===== config.mk =====
export PLATFORM = sky130hd
export DESIGN_NAME = decodeCore
export DESIGN_NICKNAME = d
export VERILOG_FILES = /design/src/rtl/ctlPkg.sv /design/src/rtl/isaPkg.sv /design/src/rtl/decodeCore.sv /design/src/rtl/instrDecode.sv /design/src/rtl/programFetch.sv /design/src/rtl/wordQueue.sv
export SDC_FILE = /design/constraint.sdc
export NUM_CORES = 1
export LEC_CHECK = 0
export BUFFER_PORTS_ARGS = -buffer_cell sky130_fd_sc_hd__buf_2
export CAP_MARGIN = 20
export CORE_MARGIN = 3
export CORE_UTILIZATION = 38
export CTS_BUF_LIST = sky130_fd_sc_hd__clkbuf_8
export DETAILED_ROUTE_END_ITERATION = 10
export SETUP_SLACK_MARGIN = 0.5
export SKIP_LAST_GASP = 1
export SLEW_MARGIN = 20
export SYNTH_ARGS = -nofsm -noshare
export SYNTH_HDL_FRONTEND = slang
export SYNTH_SLANG_ARGS = --single-unit

===== constraint.sdc =====
create_clock -name clk -period 6.3 [get_ports clk]
set_input_delay 0.63 -clock clk [delete_from_list [all_inputs] [get_ports clk]]
set_output_delay 0.63 -clock clk [all_outputs]
set_load 0.02 [all_outputs]

===== src/rtl/ctlPkg.sv =====
// Control codes for the datapath; jump conditions take the low codes 0..7, so ALU codes start at 8
`default_nettype none

package ctlPkg;

   // Function-select code
   typedef logic [5:0] fs_t;

   // Invalid or unknown opcode
   localparam fs_t FS_NONE = 6'd0;

   // Format I functions
   localparam fs_t FS_MOV  = 6'd8;
   localparam fs_t FS_ADD  = 6'd9;
   localparam fs_t FS_ADDC = 6'd10;
   localparam fs_t FS_SUBC = 6'd11;
   localparam fs_t FS_SUB  = 6'd12;
   localparam fs_t FS_CMP  = 6'd13;
   localparam fs_t FS_DADD = 6'd14;
   localparam fs_t FS_BIT  = 6'd15;
   localparam fs_t FS_BIC  = 6'd16;
   localparam fs_t FS_BIS  = 6'd17;
   localparam fs_t FS_XOR  = 6'd18;
   localparam fs_t FS_AND  = 6'd19;

   // Format II functions
   localparam fs_t FS_RRC  = 6'd20;
   localparam fs_t FS_SWPB = 6'd21;
   localparam fs_t FS_RRA  = 6'd22;
   localparam fs_t FS_SXT  = 6'd23;
   localparam fs_t FS_PUSH = 6'd24;
   localparam fs_t FS_CALL = 6'd25;
   localparam fs_t FS_RETI = 6'd26;

   // Extension words after an opcode, 0 to 2
   typedef logic [1:0] extCount_t;

   // Decoder expects an opcode or an extension word
   typedef enum logic
   {
      DS_OPCODE = 1'b0,
      DS_EXT    = 1'b1
   } decState_t;

endpackage

`default_nettype wire


===== src/rtl/isaPkg.sv =====
// Encoding of the MSP430-style subset only; byte addresses, words are 16 bits and word aligned
`default_nettype none

package isaPkg;

   // Instruction and memory data word
   typedef logic [15:0] word_t;

   // Byte address, bit 0 stays zero for program words
   typedef logic [15:0] addr_t;

   // Register number R0..R15
   typedef logic [3:0] reg_t;

   // Instruction class of an opcode word
   typedef enum logic [1:0]
   {
      FMT_NONE = 2'd0,
      FMT_I    = 2'd1,
      FMT_II   = 2'd2,
      FMT_J    = 2'd3
   } format_t;

   // Class prefixes on the top bits of the word
   localparam logic [2:0] OP_JUMP       = 3'b001;
   localparam logic [3:0] FMT_II_PREFIX = 4'b0001;
   // Format I occupies every top nibble from here upward
   localparam logic [3:0] FMT_I_MIN     = 4'b0100;

   // Format I opcodes, bits 15:12
   localparam logic [3:0] OP_MOV  = 4'h4;
   localparam logic [3:0] OP_ADD  = 4'h5;
   localparam logic [3:0] OP_ADDC = 4'h6;
   localparam logic [3:0] OP_SUBC = 4'h7;
   localparam logic [3:0] OP_SUB  = 4'h8;
   localparam logic [3:0] OP_CMP  = 4'h9;
   localparam logic [3:0] OP_DADD = 4'hA;
   localparam logic [3:0] OP_BIT  = 4'hB;
   localparam logic [3:0] OP_BIC  = 4'hC;
   localparam logic [3:0] OP_BIS  = 4'hD;
   localparam logic [3:0] OP_XOR  = 4'hE;
   localparam logic [3:0] OP_AND  = 4'hF;

   // Format II opcodes, bits 15:7
   localparam logic [8:0] OP_RRC  = 9'h020;
   localparam logic [8:0] OP_SWPB = 9'h021;
   localparam logic [8:0] OP_RRA  = 9'h022;
   localparam logic [8:0] OP_SXT  = 9'h023;
   localparam logic [8:0] OP_PUSH = 9'h024;
   localparam logic [8:0] OP_CALL = 9'h025;
   localparam logic [8:0] OP_RETI = 9'h026;

endpackage

`default_nettype wire


===== src/rtl/decodeCore.sv =====
// Front end only; memory latency must be 1 cycle, and QueueDepth of 2 or more, power of two
`default_nettype none

module decodeCore
#(
   parameter int QueueDepth = 4,
   parameter isaPkg::addr_t ResetAddr = 16'h0000
)
(
   input  logic              clk,
   input  logic              reset,
   input  logic              hold,
   input  isaPkg::word_t     memData,
   output isaPkg::addr_t     memAddr,
   output logic              memRead,
   output logic              redirect,
   output isaPkg::addr_t     redirectAddr,
   output logic              decValid,
   output isaPkg::format_t   format,
   output ctlPkg::fs_t       fs,
   output logic              rw,
   output logic              bw,
   output isaPkg::reg_t      srcReg,
   output isaPkg::reg_t      dstReg,
   output logic [2:0]        adAs,
   output ctlPkg::extCount_t extWords,
   output logic              extValid,
   output isaPkg::word_t     extData
);

   // Fetch to queue
   logic          wordValid;
   isaPkg::word_t word;
   logic          queueFull;
   // Queue to decoder
   isaPkg::word_t headWord;
   logic          empty;
   logic          pop;

   programFetch #(.QueueDepth(QueueDepth), .ResetAddr(ResetAddr)) fetch0 (
      .clk(clk), .reset(reset), .queueFull(queueFull), .pop(pop),
      .redirect(redirect), .redirectAddr(redirectAddr), .memData(memData),
      .memAddr(memAddr), .memRead(memRead), .wordValid(wordValid), .word(word)
   );

   // Jump redirect also flushes the queue
   wordQueue #(.QueueDepth(QueueDepth)) queue0 (
      .clk(clk), .reset(reset), .push(wordValid), .pushWord(word), .pop(pop),
      .flush(redirect), .headWord(headWord), .empty(empty), .full(queueFull)
   );

   instrDecode #(.ResetAddr(ResetAddr)) decode0 (
      .clk(clk), .reset(reset), .headWord(headWord), .empty(empty), .hold(hold),
      .pop(pop), .redirect(redirect), .redirectAddr(redirectAddr),
      .decValid(decValid), .format(format), .fs(fs), .rw(rw), .bw(bw),
      .srcReg(srcReg), .dstReg(dstReg), .adAs(adAs), .extWords(extWords),
      .extValid(extValid), .extData(extData)
   );

endmodule

`default_nettype wire


===== src/rtl/instrDecode.sv =====
// Every jump counts as taken; Ad extension rules apply to format I only, no constant generator beyond R0
`default_nettype none

module instrDecode
#(
   parameter isaPkg::addr_t ResetAddr = 16'h0000
)
(
   input  logic               clk,
   input  logic               reset,
   input  isaPkg::word_t      headWord,
   input  logic               empty,
   input  logic               hold,
   output logic               pop,
   output logic               redirect,
   output isaPkg::addr_t      redirectAddr,
   output logic               decValid,
   output isaPkg::format_t    format,
   output ctlPkg::fs_t        fs,
   output logic               rw,
   output logic               bw,
   output isaPkg::reg_t       srcReg,
   output isaPkg::reg_t       dstReg,
   output logic [2:0]         adAs,
   output ctlPkg::extCount_t  extWords,
   output logic               extValid,
   output isaPkg::word_t      extData
);

   ctlPkg::decState_t state;
   ctlPkg::extCount_t remain;
   // Address of the word now at the queue head
   isaPkg::addr_t headAddr;

   isaPkg::format_t   fmtNext;
   ctlPkg::fs_t       fsNext;
   logic              rwNext;
   ctlPkg::extCount_t extNext;
   isaPkg::addr_t     jumpTarget;

   // Words at the head after a jump are stale until the flush lands
   assign pop = !empty && !hold && !redirect;

   // PC-relative target: next word plus twice the signed 10-bit offset
   assign jumpTarget = headAddr + 16'd2 + {{5{headWord[9]}}, headWord[9:0], 1'b0};

   // Instruction class
   always_comb
   begin
      if (headWord[15:13] == isaPkg::OP_JUMP)
         fmtNext = isaPkg::FMT_J;
      else if (headWord[15:12] == isaPkg::FMT_II_PREFIX)
         fmtNext = isaPkg::FMT_II;
      else if (headWord[15:12] >= isaPkg::FMT_I_MIN)
         fmtNext = isaPkg::FMT_I;
      else
         fmtNext = isaPkg::FMT_NONE;
   end

   // Function select and register write
   always_comb
   begin
      fsNext = ctlPkg::FS_NONE;
      rwNext = 1'b1;
      case (fmtNext)
         isaPkg::FMT_I:
            case (headWord[15:12])
               isaPkg::OP_MOV:  fsNext = ctlPkg::FS_MOV;
               isaPkg::OP_ADD:  fsNext = ctlPkg::FS_ADD;
               isaPkg::OP_ADDC: fsNext = ctlPkg::FS_ADDC;
               isaPkg::OP_SUBC: fsNext = ctlPkg::FS_SUBC;
               isaPkg::OP_SUB:  fsNext = ctlPkg::FS_SUB;
               isaPkg::OP_DADD: fsNext = ctlPkg::FS_DADD;
               isaPkg::OP_BIC:  fsNext = ctlPkg::FS_BIC;
               isaPkg::OP_BIS:  fsNext = ctlPkg::FS_BIS;
               isaPkg::OP_XOR:  fsNext = ctlPkg::FS_XOR;
               isaPkg::OP_AND:  fsNext = ctlPkg::FS_AND;
               // Compare and bit test only set flags
               isaPkg::OP_CMP:
               begin
                  fsNext = ctlPkg::FS_CMP;
                  rwNext = 1'b0;
               end
               isaPkg::OP_BIT:
               begin
                  fsNext = ctlPkg::FS_BIT;
                  rwNext = 1'b0;
               end
               default: rwNext = 1'b0;
            endcase
         isaPkg::FMT_II:
            case (headWord[15:7])
               isaPkg::OP_RRC:  fsNext = ctlPkg::FS_RRC;
               isaPkg::OP_SWPB: fsNext = ctlPkg::FS_SWPB;
               isaPkg::OP_RRA:  fsNext = ctlPkg::FS_RRA;
               isaPkg::OP_SXT:  fsNext = ctlPkg::FS_SXT;
               isaPkg::OP_PUSH: fsNext = ctlPkg::FS_PUSH;
               isaPkg::OP_CALL: fsNext = ctlPkg::FS_CALL;
               isaPkg::OP_RETI: fsNext = ctlPkg::FS_RETI;
               default: rwNext = 1'b0;
            endcase
         // Condition field becomes the code
         isaPkg::FMT_J:
         begin
            fsNext = ctlPkg::fs_t'({3'b000, headWord[12:10]});
            rwNext = 1'b0;
         end
         default: rwNext = 1'b0;
      endcase
   end

   // Extension words from As, Ad and the source register
   always_comb
   begin
      extNext = 2'd0;
      if (fmtNext == isaPkg::FMT_I || fmtNext == isaPkg::FMT_II)
      begin
         case (headWord[5:4])
            // Indexed source, plus one more for indexed destination
            2'b01: extNext = (fmtNext == isaPkg::FMT_I && headWord[7]) ? 2'd2 : 2'd1;
            // Immediate when the source is R0, else autoincrement
            2'b11: extNext = (fmtNext == isaPkg::FMT_I && headWord[11:8] == 4'd0) ? 2'd1 : 2'd0;
            default: extNext = (fmtNext == isaPkg::FMT_I && headWord[7]) ? 2'd1 : 2'd0;
         endcase
      end
   end

   // Decoded fields, loaded on an opcode pop
   always_ff @(posedge clk)
   begin
      if (pop && state == ctlPkg::DS_OPCODE)
      begin
         format       <= fmtNext;
         fs           <= fsNext;
         rw           <= rwNext;
         extWords     <= extNext;
         redirectAddr <= jumpTarget;
         bw     <= (fmtNext == isaPkg::FMT_I || fmtNext == isaPkg::FMT_II) ? headWord[6] : 1'b0;
         srcReg <= (fmtNext == isaPkg::FMT_I) ? headWord[11:8] : 4'd0;
         dstReg <= (fmtNext == isaPkg::FMT_I || fmtNext == isaPkg::FMT_II) ? headWord[3:0] : 4'd0;
         adAs[2]   <= (fmtNext == isaPkg::FMT_I) ? headWord[7] : 1'b0;
         adAs[1:0] <= (fmtNext == isaPkg::FMT_I || fmtNext == isaPkg::FMT_II) ?
                      headWord[5:4] : 2'b00;
      end
      // Extension word passes through untouched
      if (pop && state == ctlPkg::DS_EXT)
         extData <= headWord;
   end

   // Sequencing, head address and strobes
   always_ff @(posedge clk)
   begin
      if (reset)
      begin
         state    <= ctlPkg::DS_OPCODE;
         remain   <= 2'd0;
         headAddr <= ResetAddr;
         decValid <= 1'b0;
         extValid <= 1'b0;
         redirect <= 1'b0;
      end
      else
      begin
         decValid <= pop && state == ctlPkg::DS_OPCODE;
         extValid <= pop && state == ctlPkg::DS_EXT;
         redirect <= pop && state == ctlPkg::DS_OPCODE && fmtNext == isaPkg::FMT_J;
         if (redirect)
            headAddr <= redirectAddr;
         else if (pop)
            headAddr <= headAddr + 16'd2;
         if (pop)
         begin
            if (state == ctlPkg::DS_OPCODE)
            begin
               remain <= extNext;
               if (extNext != 2'd0)
                  state <= ctlPkg::DS_EXT;
            end
            else
            begin
               remain <= remain - 2'd1;
               // Last extension word ends the instruction
               if (remain == 2'd1)
                  state <= ctlPkg::DS_OPCODE;
            end
         end
      end
   end

endmodule

`default_nettype wire


===== src/rtl/programFetch.sv =====
// Memory must answer with fixed latency 1; QueueDepth must match the queue fed by word
`default_nettype none

module programFetch
#(
   parameter int QueueDepth = 4,
   parameter isaPkg::addr_t ResetAddr = 16'h0000
)
(
   input  logic          clk,
   input  logic          reset,
   input  logic          queueFull,
   input  logic          pop,
   input  logic          redirect,
   input  isaPkg::addr_t redirectAddr,
   input  isaPkg::word_t memData,
   output isaPkg::addr_t memAddr,
   output logic          memRead,
   output logic          wordValid,
   output isaPkg::word_t word
);

   localparam int CreditW = $clog2(QueueDepth + 1);

   // Words queued or still in flight
   logic [CreditW-1:0] credit;
   logic [CreditW-1:0] creditNext;
   isaPkg::addr_t pc;

   // Returned data goes straight to the queue
   assign memAddr = pc;
   assign word    = memData;

   // Redirect empties the queue and drops the read issued now
   always_comb
   begin
      creditNext = credit;
      if (redirect)
         creditNext = '0;
      else if (memRead && !pop)
         creditNext = credit + 1'b1;
      else if (!memRead && pop)
         creditNext = credit - 1'b1;
   end

   always_ff @(posedge clk)
   begin
      if (reset)
      begin
         pc        <= ResetAddr;
         credit    <= '0;
         memRead   <= 1'b0;
         wordValid <= 1'b0;
      end
      else
      begin
         credit <= creditNext;
         // Keep one slot spare so a returning word always fits
         memRead <= !queueFull && (creditNext < CreditW'(QueueDepth - 1));
         // The single read in flight; stale if issued during a redirect
         wordValid <= memRead && !redirect;
         if (redirect)
            pc <= redirectAddr;
         else if (memRead)
            pc <= pc + 16'd2;
      end
   end

endmodule

`default_nettype wire


===== src/rtl/wordQueue.sv =====
// Circular FIFO of program words; push while full without a pop is dropped, flush beats push
`default_nettype none

module wordQueue
#(
   parameter int QueueDepth = 4
)
(
   input  logic          clk,
   input  logic          reset,
   input  logic          push,
   input  isaPkg::word_t pushWord,
   input  logic          pop,
   input  logic          flush,
   output isaPkg::word_t headWord,
   output logic          empty,
   output logic          full
);

   localparam int PtrW = (QueueDepth > 1) ? $clog2(QueueDepth) : 1;
   localparam int CntW = $clog2(QueueDepth + 1);

   isaPkg::word_t mem [QueueDepth];
   logic [PtrW-1:0] rdPtr;
   logic [PtrW-1:0] wrPtr;
   logic [CntW-1:0] count;
   logic doPush;
   logic doPop;

   // Push into a full queue only if the head leaves at the same edge
   assign doPush = push && !flush && (!full || pop);
   assign doPop  = pop && !empty && !flush;

   assign headWord = mem[rdPtr];
   assign empty    = (count == '0);
   assign full     = (count == CntW'(QueueDepth));

   // Storage
   always_ff @(posedge clk)
   begin
      if (doPush)
         mem[wrPtr] <= pushWord;
   end

   // Pointers and occupancy
   always_ff @(posedge clk)
   begin
      if (reset || flush)
      begin
         rdPtr <= '0;
         wrPtr <= '0;
         count <= '0;
      end
      else
      begin
         if (doPush)
            wrPtr <= (wrPtr == PtrW'(QueueDepth - 1)) ? '0 : wrPtr + 1'b1;
         if (doPop)
            rdPtr <= (rdPtr == PtrW'(QueueDepth - 1)) ? '0 : rdPtr + 1'b1;
         // Simultaneous push and pop leave the count alone
         if (doPush && !doPop)
            count <= count + 1'b1;
         else if (doPop && !doPush)
            count <= count - 1'b1;
      end
   end

endmodule

`default_nettype wire


==> results of run 1 <==
[worst max-delay path by stage]
| stage | to | startpoint | cells past startpoint |
|---|---|---|---|
| 5_1_grt | decode0.redirectAddr[15] | flop | 9 |
| 4_1_cts | decode0.redirectAddr[15] | flop | 9 |
| 3_3_place_gp | decode0.redirectAddr[15] | flop | 9 |
| 2_1_floorplan | decode0.adAs[0] | hold | 5 |
| 6_report | decode0.redirectAddr[15] | flop | 9 |
| 3_5_place_dp | decode0.redirectAddr[15] | flop | 9 |
[sequential cells by signal, indices dropped and copies added (netlist names), 2 cells and up, named ones only]
name	flops
decode0.srcReg	4
decode0.extWords	2
decode0.remain	2
decode0.format	2
decode0.adAs	3
decode0.fs	5
fetch0.memAddr	16
queue0.mem	64
queue0.count	3
decode0.extData	16
decode0.headAddr	16
fetch0.credit	3
queue0.wrPtr	2
decode0.redirectAddr	16
decode0.dstReg	4
queue0.rdPtr	2
[area by class of cell]
type / count / area, µm²
flip-flops and latches: 170 / 4590
well taps: 265 / 332
inverters: 25 / 93.8
fillers: 1813 / 10800
repair buffers: 95 / 503
multi-input cells: 369 / 2770
clock inverters: 15 / 195
clock buffers: 17 / 234
[cell usage in the layout, fill, tap and decap left out, types with 4 or more instances in the layout]
cell type / Yosys / routed
sky130_fd_sc_hd__a211oi_1: 7 / 7
sky130_fd_sc_hd__a21boi_0: 14 / 14
sky130_fd_sc_hd__a21oi_1: 41 / 41
sky130_fd_sc_hd__a31oi_1: 4 / 4
sky130_fd_sc_hd__and2_1: 15 / 15
sky130_fd_sc_hd__and3_1: 6 / 6
sky130_fd_sc_hd__and4_1: 4 / 4
sky130_fd_sc_hd__buf_2: 3 / 92
sky130_fd_sc_hd__clkbuf_8: 0 / 17
sky130_fd_sc_hd__clkinv_8: 0 / 4
sky130_fd_sc_hd__dfxtp_1: 52 / 51
sky130_fd_sc_hd__edfxtp_1: 118 / 118
sky130_fd_sc_hd__ha_1: 25 / 25
sky130_fd_sc_hd__inv_1: 24 / 23
sky130_fd_sc_hd__inv_8: 0 / 5
sky130_fd_sc_hd__mux2i_1: 5 / 5
sky130_fd_sc_hd__mux4_1: 5 / 5
sky130_fd_sc_hd__mux4_2: 11 / 11
sky130_fd_sc_hd__nand2_1: 33 / 33
sky130_fd_sc_hd__nand3_1: 16 / 16
sky130_fd_sc_hd__nand4_1: 6 / 6
sky130_fd_sc_hd__nor2_1: 38 / 37
sky130_fd_sc_hd__nor3_1: 12 / 12
sky130_fd_sc_hd__o21a_1: 5 / 5
sky130_fd_sc_hd__o21ai_0: 16 / 16
sky130_fd_sc_hd__o21bai_1: 6 / 6
sky130_fd_sc_hd__xnor2_1: 33 / 33
sky130_fd_sc_hd__xor2_1: 23 / 23
[power by group through the flow]
stage                     combinational (mW)  clock, mW  sequential (mW)
after floorplan                        0.689          0             1.68
after global placement                  1.04          0             1.61
after detailed placement                1.08          0             1.62
after CTS                               1.09      0.820             1.59
after global routing                    1.19      0.867             1.61
final                                   1.08      0.800             1.59
[logic make-up after synthesis]
family | count (synthesis)
other cells | 1
compound gates | 114
fa+ha+maj | 27
mux | 22
buf+inv | 49
xor+xnor | 56
simple gates | 149
flops | 170
[layer usage]
metal | vias up | track usage (%) | share of wire (%)
li1 | 2328 | - | -
met1 | 2350 | 19.6 | 44
met5 | - | 0 | 0
met3 | 26 | 3.39 | 3.8
met2 | 105 | 26.2 | 50
met4 | 0 | 5.55 | 2.1
==> results summary, run 1 <==
STA classifies the critical path endpoint as a flop. The die width came out at 147 µm. The slowest cell on the critical path is sky130_fd_sc_hd__dfxtp_2. The xor and xnor area share after synthesis is under 10%. Setup repair after global routing left no endpoint under its margin. Along the worst path, the maximum fanout reaches 16. The die footprint is 0.0217 mm². The region available for standard cell placement spans slightly below 0.02 mm².

The wire length of the first global-routing pass came out at roughly 26000 µm. The power share of the sequential group came out at roughly 46%. The final hold violation count came out at 0. Hold timing on the final database bottoms out at a slack of about 0.38 ns.

The number of slew-limit violations in the final report came out at 0. In the synthesized netlist the dominant register cell turns out to be sky130_fd_sc_hd__edfxtp_1. The register bit count reported by yosys is 170.

The clock-pin slew on the worst setup and hold paths came out at 0.10 ns. The clock drives between 150 and 200 sinks. The cell area after placement is 0.00829 mm². The number of placed instances, taps included, is 924. The initial antenna violation count came out at 0. The TritonCTS clock tree is built. Measured on the finished design, the core utilization comes to between 40% and 50%. In this run, post-CTS hold repair placed 0 buffers. Counting instances in the post-synthesis netlist gives the leading cell types as sky130_fd_sc_hd__edfxtp_1 (118), sky130_fd_sc_hd__dfxtp_1 (52), sky130_fd_sc_hd__a21oi_1 (41).

The first routing iteration left approximately 240 violations. The top achievable clock speed came out at between 200 and 300 MHz. In this run the worst hold path is classified as primary input to flop.

The post-layout total power came out at 3.46 mW. The worst-case clock skew came out at 0.0160 ns. The total power divided by cell area came out at between 300 and 400 mW/mm². The maximum buffer depth of the clock tree came out at 2. Cell internal power was estimated by the tool at between 2 and 2.5 mW. The arrival time at the worst endpoint is 3.75 ns.

The remaining number of nets flagged by the antenna check after routing came out at 0. The worst reg-to-reg setup slack is approximately 2.8 ns. Summed over all nets, the half-perimeter wirelength after detailed placement is 11600 µm. The average vias per placed instance came out at 5.03. The final critical path takes up between 50% and 60% of the cycle.

The area fraction of the dominant cell type after synthesis is a little under half. The worst max-slew margin expressed relative to the limit is between 30% and 40%. The number of I/O port buffers is a little over 90. Clock tree synthesis selected as its root buffer the cell sky130_fd_sc_hd__clkbuf_8.

Of all cell types, the one taking the most synthesized area is sky130_fd_sc_hd__edfxtp_1. The detailed router placed just under 5000 vias in this run. Summed over all layers, the global routing overflow is 0. Yosys printed 0 warnings. The kind of critical path is flop to flop. The maximum vdd drop came out at 0.000157 V. At the end of routability-driven placement, the weighted congestion stood at ~0.86. The number of buffer and inverter instances along the worst setup path is 0.

The post-CTS setup repair buffer count is 0. Entering global routing, the biggest net connects 39 pins. The number of H-tree levels is 4. The kind of start point of the critical path is a flop. The final net count came out at about 720.

The number of antenna cells inserted came out at 0. The number of instances resized during post-cts repair came out at 0. The starting density of the core came out at a little under 40%. The cell count of the worst hold path came out at 1. The worst stage delay on the critical path came out at ~0.69 ns. Adding up every negative setup slack in the final design gives 0 ns. The worst hold path begins at memData[5]. Summing the areas of all compound-gate instances in the mapped netlist gives under 10% of the synthesized area.

The post-synth design cell area is ~0.0076 mm². The worst setup slack after placement is around 2.4 ns. The area growth from synthesis to layout is 15.1%. The slew of the pin with the lowest slew margin came out at a little under 1 ns. In this run the critical register-to-register path is captured at decode0.redirectAddr[15].

Global routing used roughly 15% of the available tracks across all layers. Setup violations remaining at the end of the flow were counted as 0. In this run, distinct cell masters in the synthesized netlist total 58.

The share of flip-flops with an asynchronous set or reset after synthesis came out at 0%. The vertical die dimension came out at approximately 150 µm. Yosys instantiated no cell more often than sky130_fd_sc_hd__edfxtp_1. The switching power total came out at about 1.3 mW.

The dominant combinational cell family by area after synthesis is simple AND/OR/NAND/NOR gates. The I/O pin count came out at 94. The share of synthesized cell area in and, or, nand and nor gates came out at 9.98%. The count of standard-cell rows is 51.

Synthesis produced approximately 590 cells. The clock latency of the later-clocked register in the worst-skew pair is approximately 0.46 ns. The critical path goes through mux4_1 -> ha_1 -> fa_1 -> a211oi_1 -> o211ai_1 -> a21oi_1 -> o21ai_0 -> a31oi_1 -> xnor2_1.

Cells with a size suffix above 1 make up 21.7% of the layout. The routed length per instance is ~17 µm. The number of detailed-routing iterations run before antenna repair is 4. The number of flops mapped to enable cells by yosys came out at ~120. The number of maximum-capacitance violations is 0. For this run, design rule violations remaining after detail routing come to 0. The synthesized netlist net count is around 630. Summing all non-filler instances in the final layout gives an area of 0.00872 mm². The path with the worst hold slack has its endpoint at queue0.mem[2][5]. The routed design has roughly 16000 µm of wire. The portion of total power attributed to combinational logic is between 30% and 40%. Across all setup checks in the final design, the least slack found is approximately 2.8 ns. The flow ran to the end, and the final reports show no timing, DRC or antenna violations. The required time at the worst-slack endpoint is 6.52 ns. The kind of cell with the highest combined delay on the critical path is compound AO/OA/AOI/OAI gates. The average cell area after synthesis is 12.9 µm². After synthesis, flip-flops and latches occupy between 60% and 70% of the total area. Sorting the synthesized cells by area gives the leading types as sky130_fd_sc_hd__edfxtp_1 (47%), sky130_fd_sc_hd__dfxtp_1 (14%), sky130_fd_sc_hd__ha_1 (4.1%). The via count of the first global-routing pass is 4927. The number of standard cells in the final layout excluding fillers came out at 956. The clock network accounts for roughly 23% of the total power. The final critical delay including setup and external delays is 3.53 ns. For the worst flop-to-flop path, the logic depth is 9. The switching power share of the total is a little over a third.

The post-synthesis share of cell area spent on full adders, half adders and majority gates came out at roughly 4.7%. The leakage power is around 3.2 nW. The number of buffers created by CTS came out at 17.

The fraction of synthesized area in multiplexers came out at between 5 and 6%.
Note: power is estimated with default switching activity, not from simulation.
==> inputs of run 2 (changes only) <==
ABC_AREA = 1   (was not set)
clock period = 3.2 ns   (was 6.3 ns; I/O delays follow)
==> run 2 against run 1 <==
Flip-flop and latch count stayed put. Synthesized cell count is 38% higher. Clock-buffer cell count stayed put. Utilization is 1.5 points higher. Total power is 120% higher. Global-route usage is 1.5 points higher. Highest routed layer is now met5.
==> results summary, run 2 <==
The run finished with clean final reports. The final weighted congestion in routability-driven placement is approximately 0.84. Sorting the synthesized cells by area gives the leading types as sky130_fd_sc_hd__edfxtp_1 (44%), sky130_fd_sc_hd__dfxtp_1 (13%), sky130_fd_sc_hd__nand2_1 (8.1%).

The number of buffer and inverter instances along the worst setup path came out at 1. The total of endpoints with negative setup slack in the final report is 0. Setup repair after global routing left no endpoint under its margin. The leakage power is roughly 3.8 nW. Clock tree synthesis selected as its root buffer the cell sky130_fd_sc_hd__clkbuf_8. Yosys mapped the design onto between 50 and 60 distinct sky130hd cell types. The post-synth design cell area is 0.00797 mm².

The number of flops mapped to enable cells by yosys is 118. The register bit count reported by yosys is 170. The synthesized netlist cell count came out at between 800 and 900.

The worst max-slew margin expressed relative to the limit is 49.1%. Data arrives at the worst endpoint at 2.76 ns. The final hold violation count came out at 0. The number of slew-limit violations in the final report came out at 0. The cell area after placement is around 0.009 mm².

The TritonCTS clock tree is built. The flip-flop count of the largest register after layout is 64. The number of I/O port buffers came out at 92. The maximum buffer depth of the clock tree is 2. The number of sinks driven by the clock tree is between 150 and 200. The die is 151 µm wide.

The starting density of the core is roughly two fifths. By count the netlist is led by sky130_fd_sc_hd__nand2_1 (172), sky130_fd_sc_hd__edfxtp_1 (118), sky130_fd_sc_hd__inv_1 (83). The pin count of the biggest net entering global routing came out at 39.

The kind of start point of the critical path is a flop. The number of clock buffers added by TritonCTS is 17. The biggest fanout along the worst timing path is 5. The wire length of the first global-routing pass is 29400 µm. Registers take approximately 0.0046 mm². The floorplan step defined a core boundary enclosing approximately 0.02 mm². For this run, the leading register cell type out of synthesis is sky130_fd_sc_hd__edfxtp_1.

Prior to clock tree synthesis, the placed netlist has a worst setup slack of approximately 0.42 ns. Global routing finished with a remaining overflow of 0. The area fraction of the dominant cell type after synthesis is ~44%. The final critical delay including setup and external delays is ~2.5 ns. The I/O pin count is 94.

The final worst-path cycle share came out at 79.4%. The average vias per placed instance is approximately 4.8. The layout cell share with drive strength beyond 1 is 24.3%. The slew of the pin with the lowest slew margin came out at between 0.7 and 0.8 ns. The area growth from synthesis to layout is 18.3%. The count of standard-cell rows came out at 52. The initial antenna violation count came out at 2.

The post-route worst setup slack came out at around 0.66 ns. The total number of yosys warnings is 0. In this run the power density over the cells is around 810 mW/mm². The final net count came out at 971.

After routing, the total negative slack on setup checks comes to 0 ns. The sum of net half-perimeters after detailed placement came out at 13400 µm. The multi-input combinational cell area came out at 0.00310 mm². Ranked by flip-flop count, first place goes to queue0.mem. The number of standard cells in the final layout excluding fillers came out at around 1200. The number of H-tree levels came out at 4. STA classifies the critical path endpoint as a flop. The first routing iteration left between 300 and 400 violations. The number of detailed-routing iterations run before antenna repair is 5. Traced cell by cell, the critical path runs through ha_4 -> nand2_1 -> nor2_4 -> nand3_4 -> buf_4 -> xor2_2 -> ha_1 -> a21oi_1 -> o21ai_1 -> a21oi_1 -> o21ai_1 -> xor2_1. The number of cells after detailed placement is 1166. sky130_fd_sc_hd__nand2_1 is the most common cell in the netlist. The number of remaining DRC errors came out at 0. Summed over all instances, the cell type with the most area after synthesis is sky130_fd_sc_hd__edfxtp_1. Clock latency on the worst-skew pair, taken at its later pin, is around 0.47 ns.

The synthesized netlist net count is ~860. Leaving out fill and tap cells, the most frequent cell in the layout is sky130_fd_sc_hd__nand2_1. The vias after detailed routing is 5837. 0 antenna diodes ended up in the layout.

The remaining number of nets flagged by the antenna check after routing came out at 0. Of all flip-flops after synthesis, the portion carrying an async set or reset was 0%. The worst hold path belongs to the class primary input to flop. The number of maximum-capacitance violations came out at 0. On the final layout, the worst clock skew is ~0.011 ns. The die is around 150 µm tall.

The total wire length after detailed routing came out at between 15000 and 20000 µm. A synthesized cell averages around 9.8 µm². The die covers between 0.02 and 0.025 mm². The clock-pin slew on the worst setup and hold paths came out at 0.10 ns. The slowest cell on the critical path is sky130_fd_sc_hd__dfxtp_4.

The maximum vdd drop is between 0.0003 and 0.0004 V. The final standard cell area without fillers is approximately 0.0094 mm². The layout has roughly 2000 filler cells. The via count of the first global-routing pass is between 5000 and 6000. The kind of critical path is flop to flop.

The top achievable clock speed came out at 394 MHz. The overall track demand over capacity in global routing came out at between 10% and 20%. The top cell types in the final layout, fill and taps aside, are sky130_fd_sc_hd__nand2_1 (170), sky130_fd_sc_hd__edfxtp_1 (118), sky130_fd_sc_hd__buf_2 (92). The sequential-to-total area share from yosys stat came out at roughly 58%.

At the worst endpoint, the required time is around 3.4 ns. The worst stage delay on the critical path is 0.40 ns. The routed length per instance is 15.3 µm. The kind of cell with the highest combined delay on the critical path is compound AO/OA/AOI/OAI gates.
==> run 2: cell type report <==
| cell class | count | area share, % |
|---|---|---|
| clock buffers | 17 | 2.48 |
| clock inverters | 15 | 1.59 |
| inverters | 92 | 3.83 |
| multi-input cells | 529 | 32.9 |
| flip-flops and latches | 170 | 48.8 |
| well taps | 270 | 3.58 |
| repair buffers | 115 | 6.83 |
==> run 2: metrics by stage <==
step	util, %	total power, mW	hold WS [ns]
3_3_place_gp	42.8	6.03	0.414
6_report	46.2	7.64	0.0680
4_1_cts	44.9	7.54	0.0412
3_5_place_dp	42.8	6.05	0.423
2_1_floorplan	-	5.18	0.409
5_1_grt	46.2	8.19	0.0403
==> run 2: layer usage <==
metal | vias to the layer above | part of all wire [%] | global-route usage [%]
met4 | 4 | 1.5 | 4.40
li1 | 2967 | - | -
met2 | 144 | 48 | 27.3
met5 | - | 0.11 | 0
met3 | 25 | 5.3 | 3.98
met1 | 2697 | 45 | 23.1
==> run 2: path summary, 6_finish.rpt <==
check	startpoint	cells past startpoint	slack [ns]	endpoint
max	decode0.headAddr[1]	12	0.66	decode0.redirectAddr[14]
min	memData[10]	1	0.07	queue0.mem[2][10]
max reg2reg	decode0.headAddr[1]	12	0.66	decode0.redirectAddr[14]
min reg2reg	decode0.headAddr[0]	0	0.45	decode0.redirectAddr[0]
==> run 2: cell families (layout without fill, tap and decap cells) <==
kind of cell	after synthesis	in the layout	share of synthesized area, %
buf+inv	112	239	6.11
simple gates	353	353	20.1
compound gates	121	121	8.79
flops	170	170	57.5
xor+xnor	27	27	2.97
other cells	1	1	0.0471
fa+ha+maj	27	27	4.43
==> run 2: power breakdown <==
| group | leakage (nW) | internal (mW) | switching [mW] |
|---|---|---|---|
| registers | 1.51 | 2.96 | 0.248 |
| logic | 2.11 | 0.953 | 2.00 |
| clock network | 0.192 | 0.582 | 0.891 |
| total | 3.81 | 4.50 | 3.14 |
==> run 2: what timing repair did <==
| item | in CTS | in global routing |
|---|---|---|
| hold buffers | 0 | 0 |
| setup buffers | 2 | 8 |
| endpoints found under the setup margin | 4 | 8 |
| pin swaps | 2 | 11 |
| resized for setup | 8 | 53 |
==> inputs of run 3 (changes only) <==
ABC_AREA = 0   (was 1)
clock period = 2.1 ns   (was 3.2 ns; I/O delays follow)
==> run 3 against run 2 <==
Flip-flop and latch count stayed put. Clock skew is 0.0031 ns higher. Sequential power is 45% higher. Via count is 3.9% lower. Combinational power is 96% higher. The flow now finishes with violations (negative setup slack). Critical endpoint is now decode0.redirectAddr[15]. Total power is 69% higher. Wire length is 6.1% higher. Hold slack better by 0.090 ns. Global-route usage is 0.84 points higher.
==> results summary, run 3 (synthesized netlist as in run 1, its figures left out) <==
The flow ran to the end, but the final reports show violations. The final reports fail on negative setup slack. The clock root buffer is sky130_fd_sc_hd__clkbuf_8. The overall track demand over capacity in global routing came out at between 10% and 20%. The average vias per placed instance came out at around 5.0. The vias after detailed routing came out at between 5000 and 6000. TritonCTS built the clock tree. The total congestion overflow after global routing came out at 0.

The I/O pin count came out at 94. The worst max-slew margin expressed relative to the limit is 59.7%. The number of detailed-routing iterations run before antenna repair is 5. The global-route met2 utilization is ~30%. The global-route met3 utilization came out at under 10%.

The register with the most flip-flops in the layout has 64 of them. The slowest cell on the critical path is sky130_fd_sc_hd__mux4_2. 0 antenna diodes ended up in the layout. The vertical die dimension came out at approximately 150 µm.

STA classifies the critical path startpoint as a flop. The biggest fanout along the worst timing path came out at 6. After detailed routing, the number of remaining DRC violations is 0. Ranked by flip-flop count, first place goes to queue0.mem. The wire length of the first global-routing pass is about 30000 µm.

The final critical delay including setup and external delays is around 2.7 ns. The number of slew-limit violations in the final report is 0. The initialized floorplan defines 51 standard-cell rows. The kind of cell with the highest combined delay on the critical path is compound AO/OA/AOI/OAI gates. For this run, the slowest stage of the critical path takes between 0.5 and 0.6 ns. met2 is the most crowded layer.

The clock-pin slew on the worst setup and hold paths came out at 0.09 ns. The analysis attributes to cell leakage a power of ~4.2 nW. The post-layout total power is approximately 13 mW. Setup repair after global routing could not meet its margin everywhere.

Traced cell by cell, the critical path runs through mux4_2 -> ha_4 -> fa_2 -> a211oi_2 -> o211ai_1 -> a21oi_2 -> o21ai_2 -> a31oi_1 -> xnor2_1. In this run the horizontal extent of the chip is roughly 150 µm. The tightest min-delay check is of the primary input to flop type. The post-route worst setup slack came out at -0.603 ns. The sum of net half-perimeters after detailed placement came out at approximately 13000 µm. The number of buffers created by CTS is 17. The slew of the pin with the lowest slew margin came out at 0.604 ns. The die footprint came out at ~0.022 mm². The total power divided by cell area is roughly 1200 mW/mm². Once the floorplan was initialized, standard cells occupied 38.8% of the core. The top achievable clock speed is between 300 and 400 MHz. The remaining number of nets flagged by the antenna check after routing is 0. The routed length per instance came out at about 17 µm. The worst-case clock skew came out at ~0.014 ns. Leaving out fill and tap cells, the most frequent cell in the layout is sky130_fd_sc_hd__buf_4. The area inside the core boundary came out at 0.0195 mm². For the worst-skew pair, the clock arrives at the later sink with an insertion delay of 0.46 ns. The maximum vdd drop is approximately 0.00048 V. STA puts the critical path data required time at roughly 2.3 ns. Relative to the synthesized area, the layout overhead comes to 41.6%. Counting every sink on the clock net gives 170.

STA classifies the critical path endpoint as a flop. The via count of the first global-routing pass came to about 5700. After the last flow step, the layout net total stands at approximately 900. The final worst-path cycle share is 129%. No sink is reached through more buffers than the 2 on the longest clock path. The number of maximum-capacitance violations came out at 0. Leaving out fill and tap cells, the most frequent cells in the layout are sky130_fd_sc_hd__buf_4 (119), sky130_fd_sc_hd__edfxtp_1 (118), sky130_fd_sc_hd__buf_2 (92). The layout cell share with drive strength beyond 1 is between 40% and 50%. The number of buffer and inverter instances along the worst setup path is 0. The number of H-tree levels is 4. The final hold violation count is 0. The initial antenna violation count was 0.

Wires add up to 19600 µm. The global-route track usage on met1 is 22.4%. The arrival time at the worst endpoint came out at around 2.9 ns.

The DRC violation total after the first TritonRoute iteration came out at about 250. The final weighted congestion in routability-driven placement came out at 0.846. The pin count of the biggest net entering global routing came out at 38. The kind of critical path is flop to flop. Adding up every negative setup slack in the final design gives -8.93 ns.

Buffers placed on the I/O ports in this run total 92. The total of endpoints with negative setup slack in the final report is 37.
-- run 3: changes by cell type in the layout (fill, tap and decap cells not counted), moves of 24 or more --
cell,change
sky130_fd_sc_hd__nand2_1,-139
sky130_fd_sc_hd__buf_4,+98
sky130_fd_sc_hd__inv_1,-57
sky130_fd_sc_hd__nor2_1,-41
sky130_fd_sc_hd__nand3_1,-36
sky130_fd_sc_hd__xnor2_1,+24
-- run 3: power breakdown --
part / internal, mW / switching [mW]
logic: 2.98 / 2.83
clock network: 1.11 / 1.31
registers: 4.36 / 0.312
total: 8.44 / 4.45
-- run 3: through the flow --
stage	setup WS, ns	std cells	utilization, %	instance area [µm²]	hold slack [ns]
5_1_grt	-0.752	1127	54.9	10700	0.155
3_5_place_dp	-0.723	1023	47.0	9190	0.424
4_1_cts	-0.601	1108	53.4	10400	0.134
2_1_floorplan	-0.674	588	-	7750	0.309
6_report	-0.603	1127	54.9	10700	0.158
3_3_place_gp	-0.673	1023	47.0	9190	0.414
-- run 3: final cells by class --
cell class	count	area [µm²]
repair buffers	262	2090
fillers	1631	8800
clock inverters	15	179
flip-flops and latches	170	4620
well taps	265	332
multi-input cells	373	3170
clock buffers	17	234
inverters	25	96.3
-- run 3: final timing paths --
check	startpoint	end	slack, ns	depth (start not counted)
max	flop	decode0.redirectAddr[15]	-0.60	9
min	hold	queue0.wrPtr[1]	0.16	4
max reg2reg	flop	decode0.redirectAddr[15]	-0.60	9
min reg2reg	decode0.headAddr[0]	decode0.redirectAddr[0]	0.44	0
-- run 3: layer usage --
metal / share of wire [%] / vias up / wire (µm)
li1: - / 2678 / -
met1: 42 / 2743 / 8270
met2: 51 / 154 / 10000
met3: 5.0 / 35 / 973
met4: 1.9 / 0 / 380
met5: 0 / - / 0
-- run 3: worst register-to-register path: cells and delay by family (launching register included) --
| kind | cells | cell delay, ns |
|---|---|---|
| multiplexers | 1 | 0.57 |
| adder cells (fa/ha/maj) | 2 | 0.54 |
| AO/OA/AOI/OAI | 5 | 0.86 |
| XOR/XNOR | 1 | 0.08 |
| flip-flops | 1 | 0.42 |
-- run 3: what timing repair did --
action / 4_1_cts / 5_1_grt
resized for setup: 62 / 36
setup endpoints to repair: 180 / 186
cloned: 6 / 5
buffers inserted: 31 / 14
hold buffers: 16 / 0
pin swaps: 12 / 20
hold endpoints to repair: 64 / 0
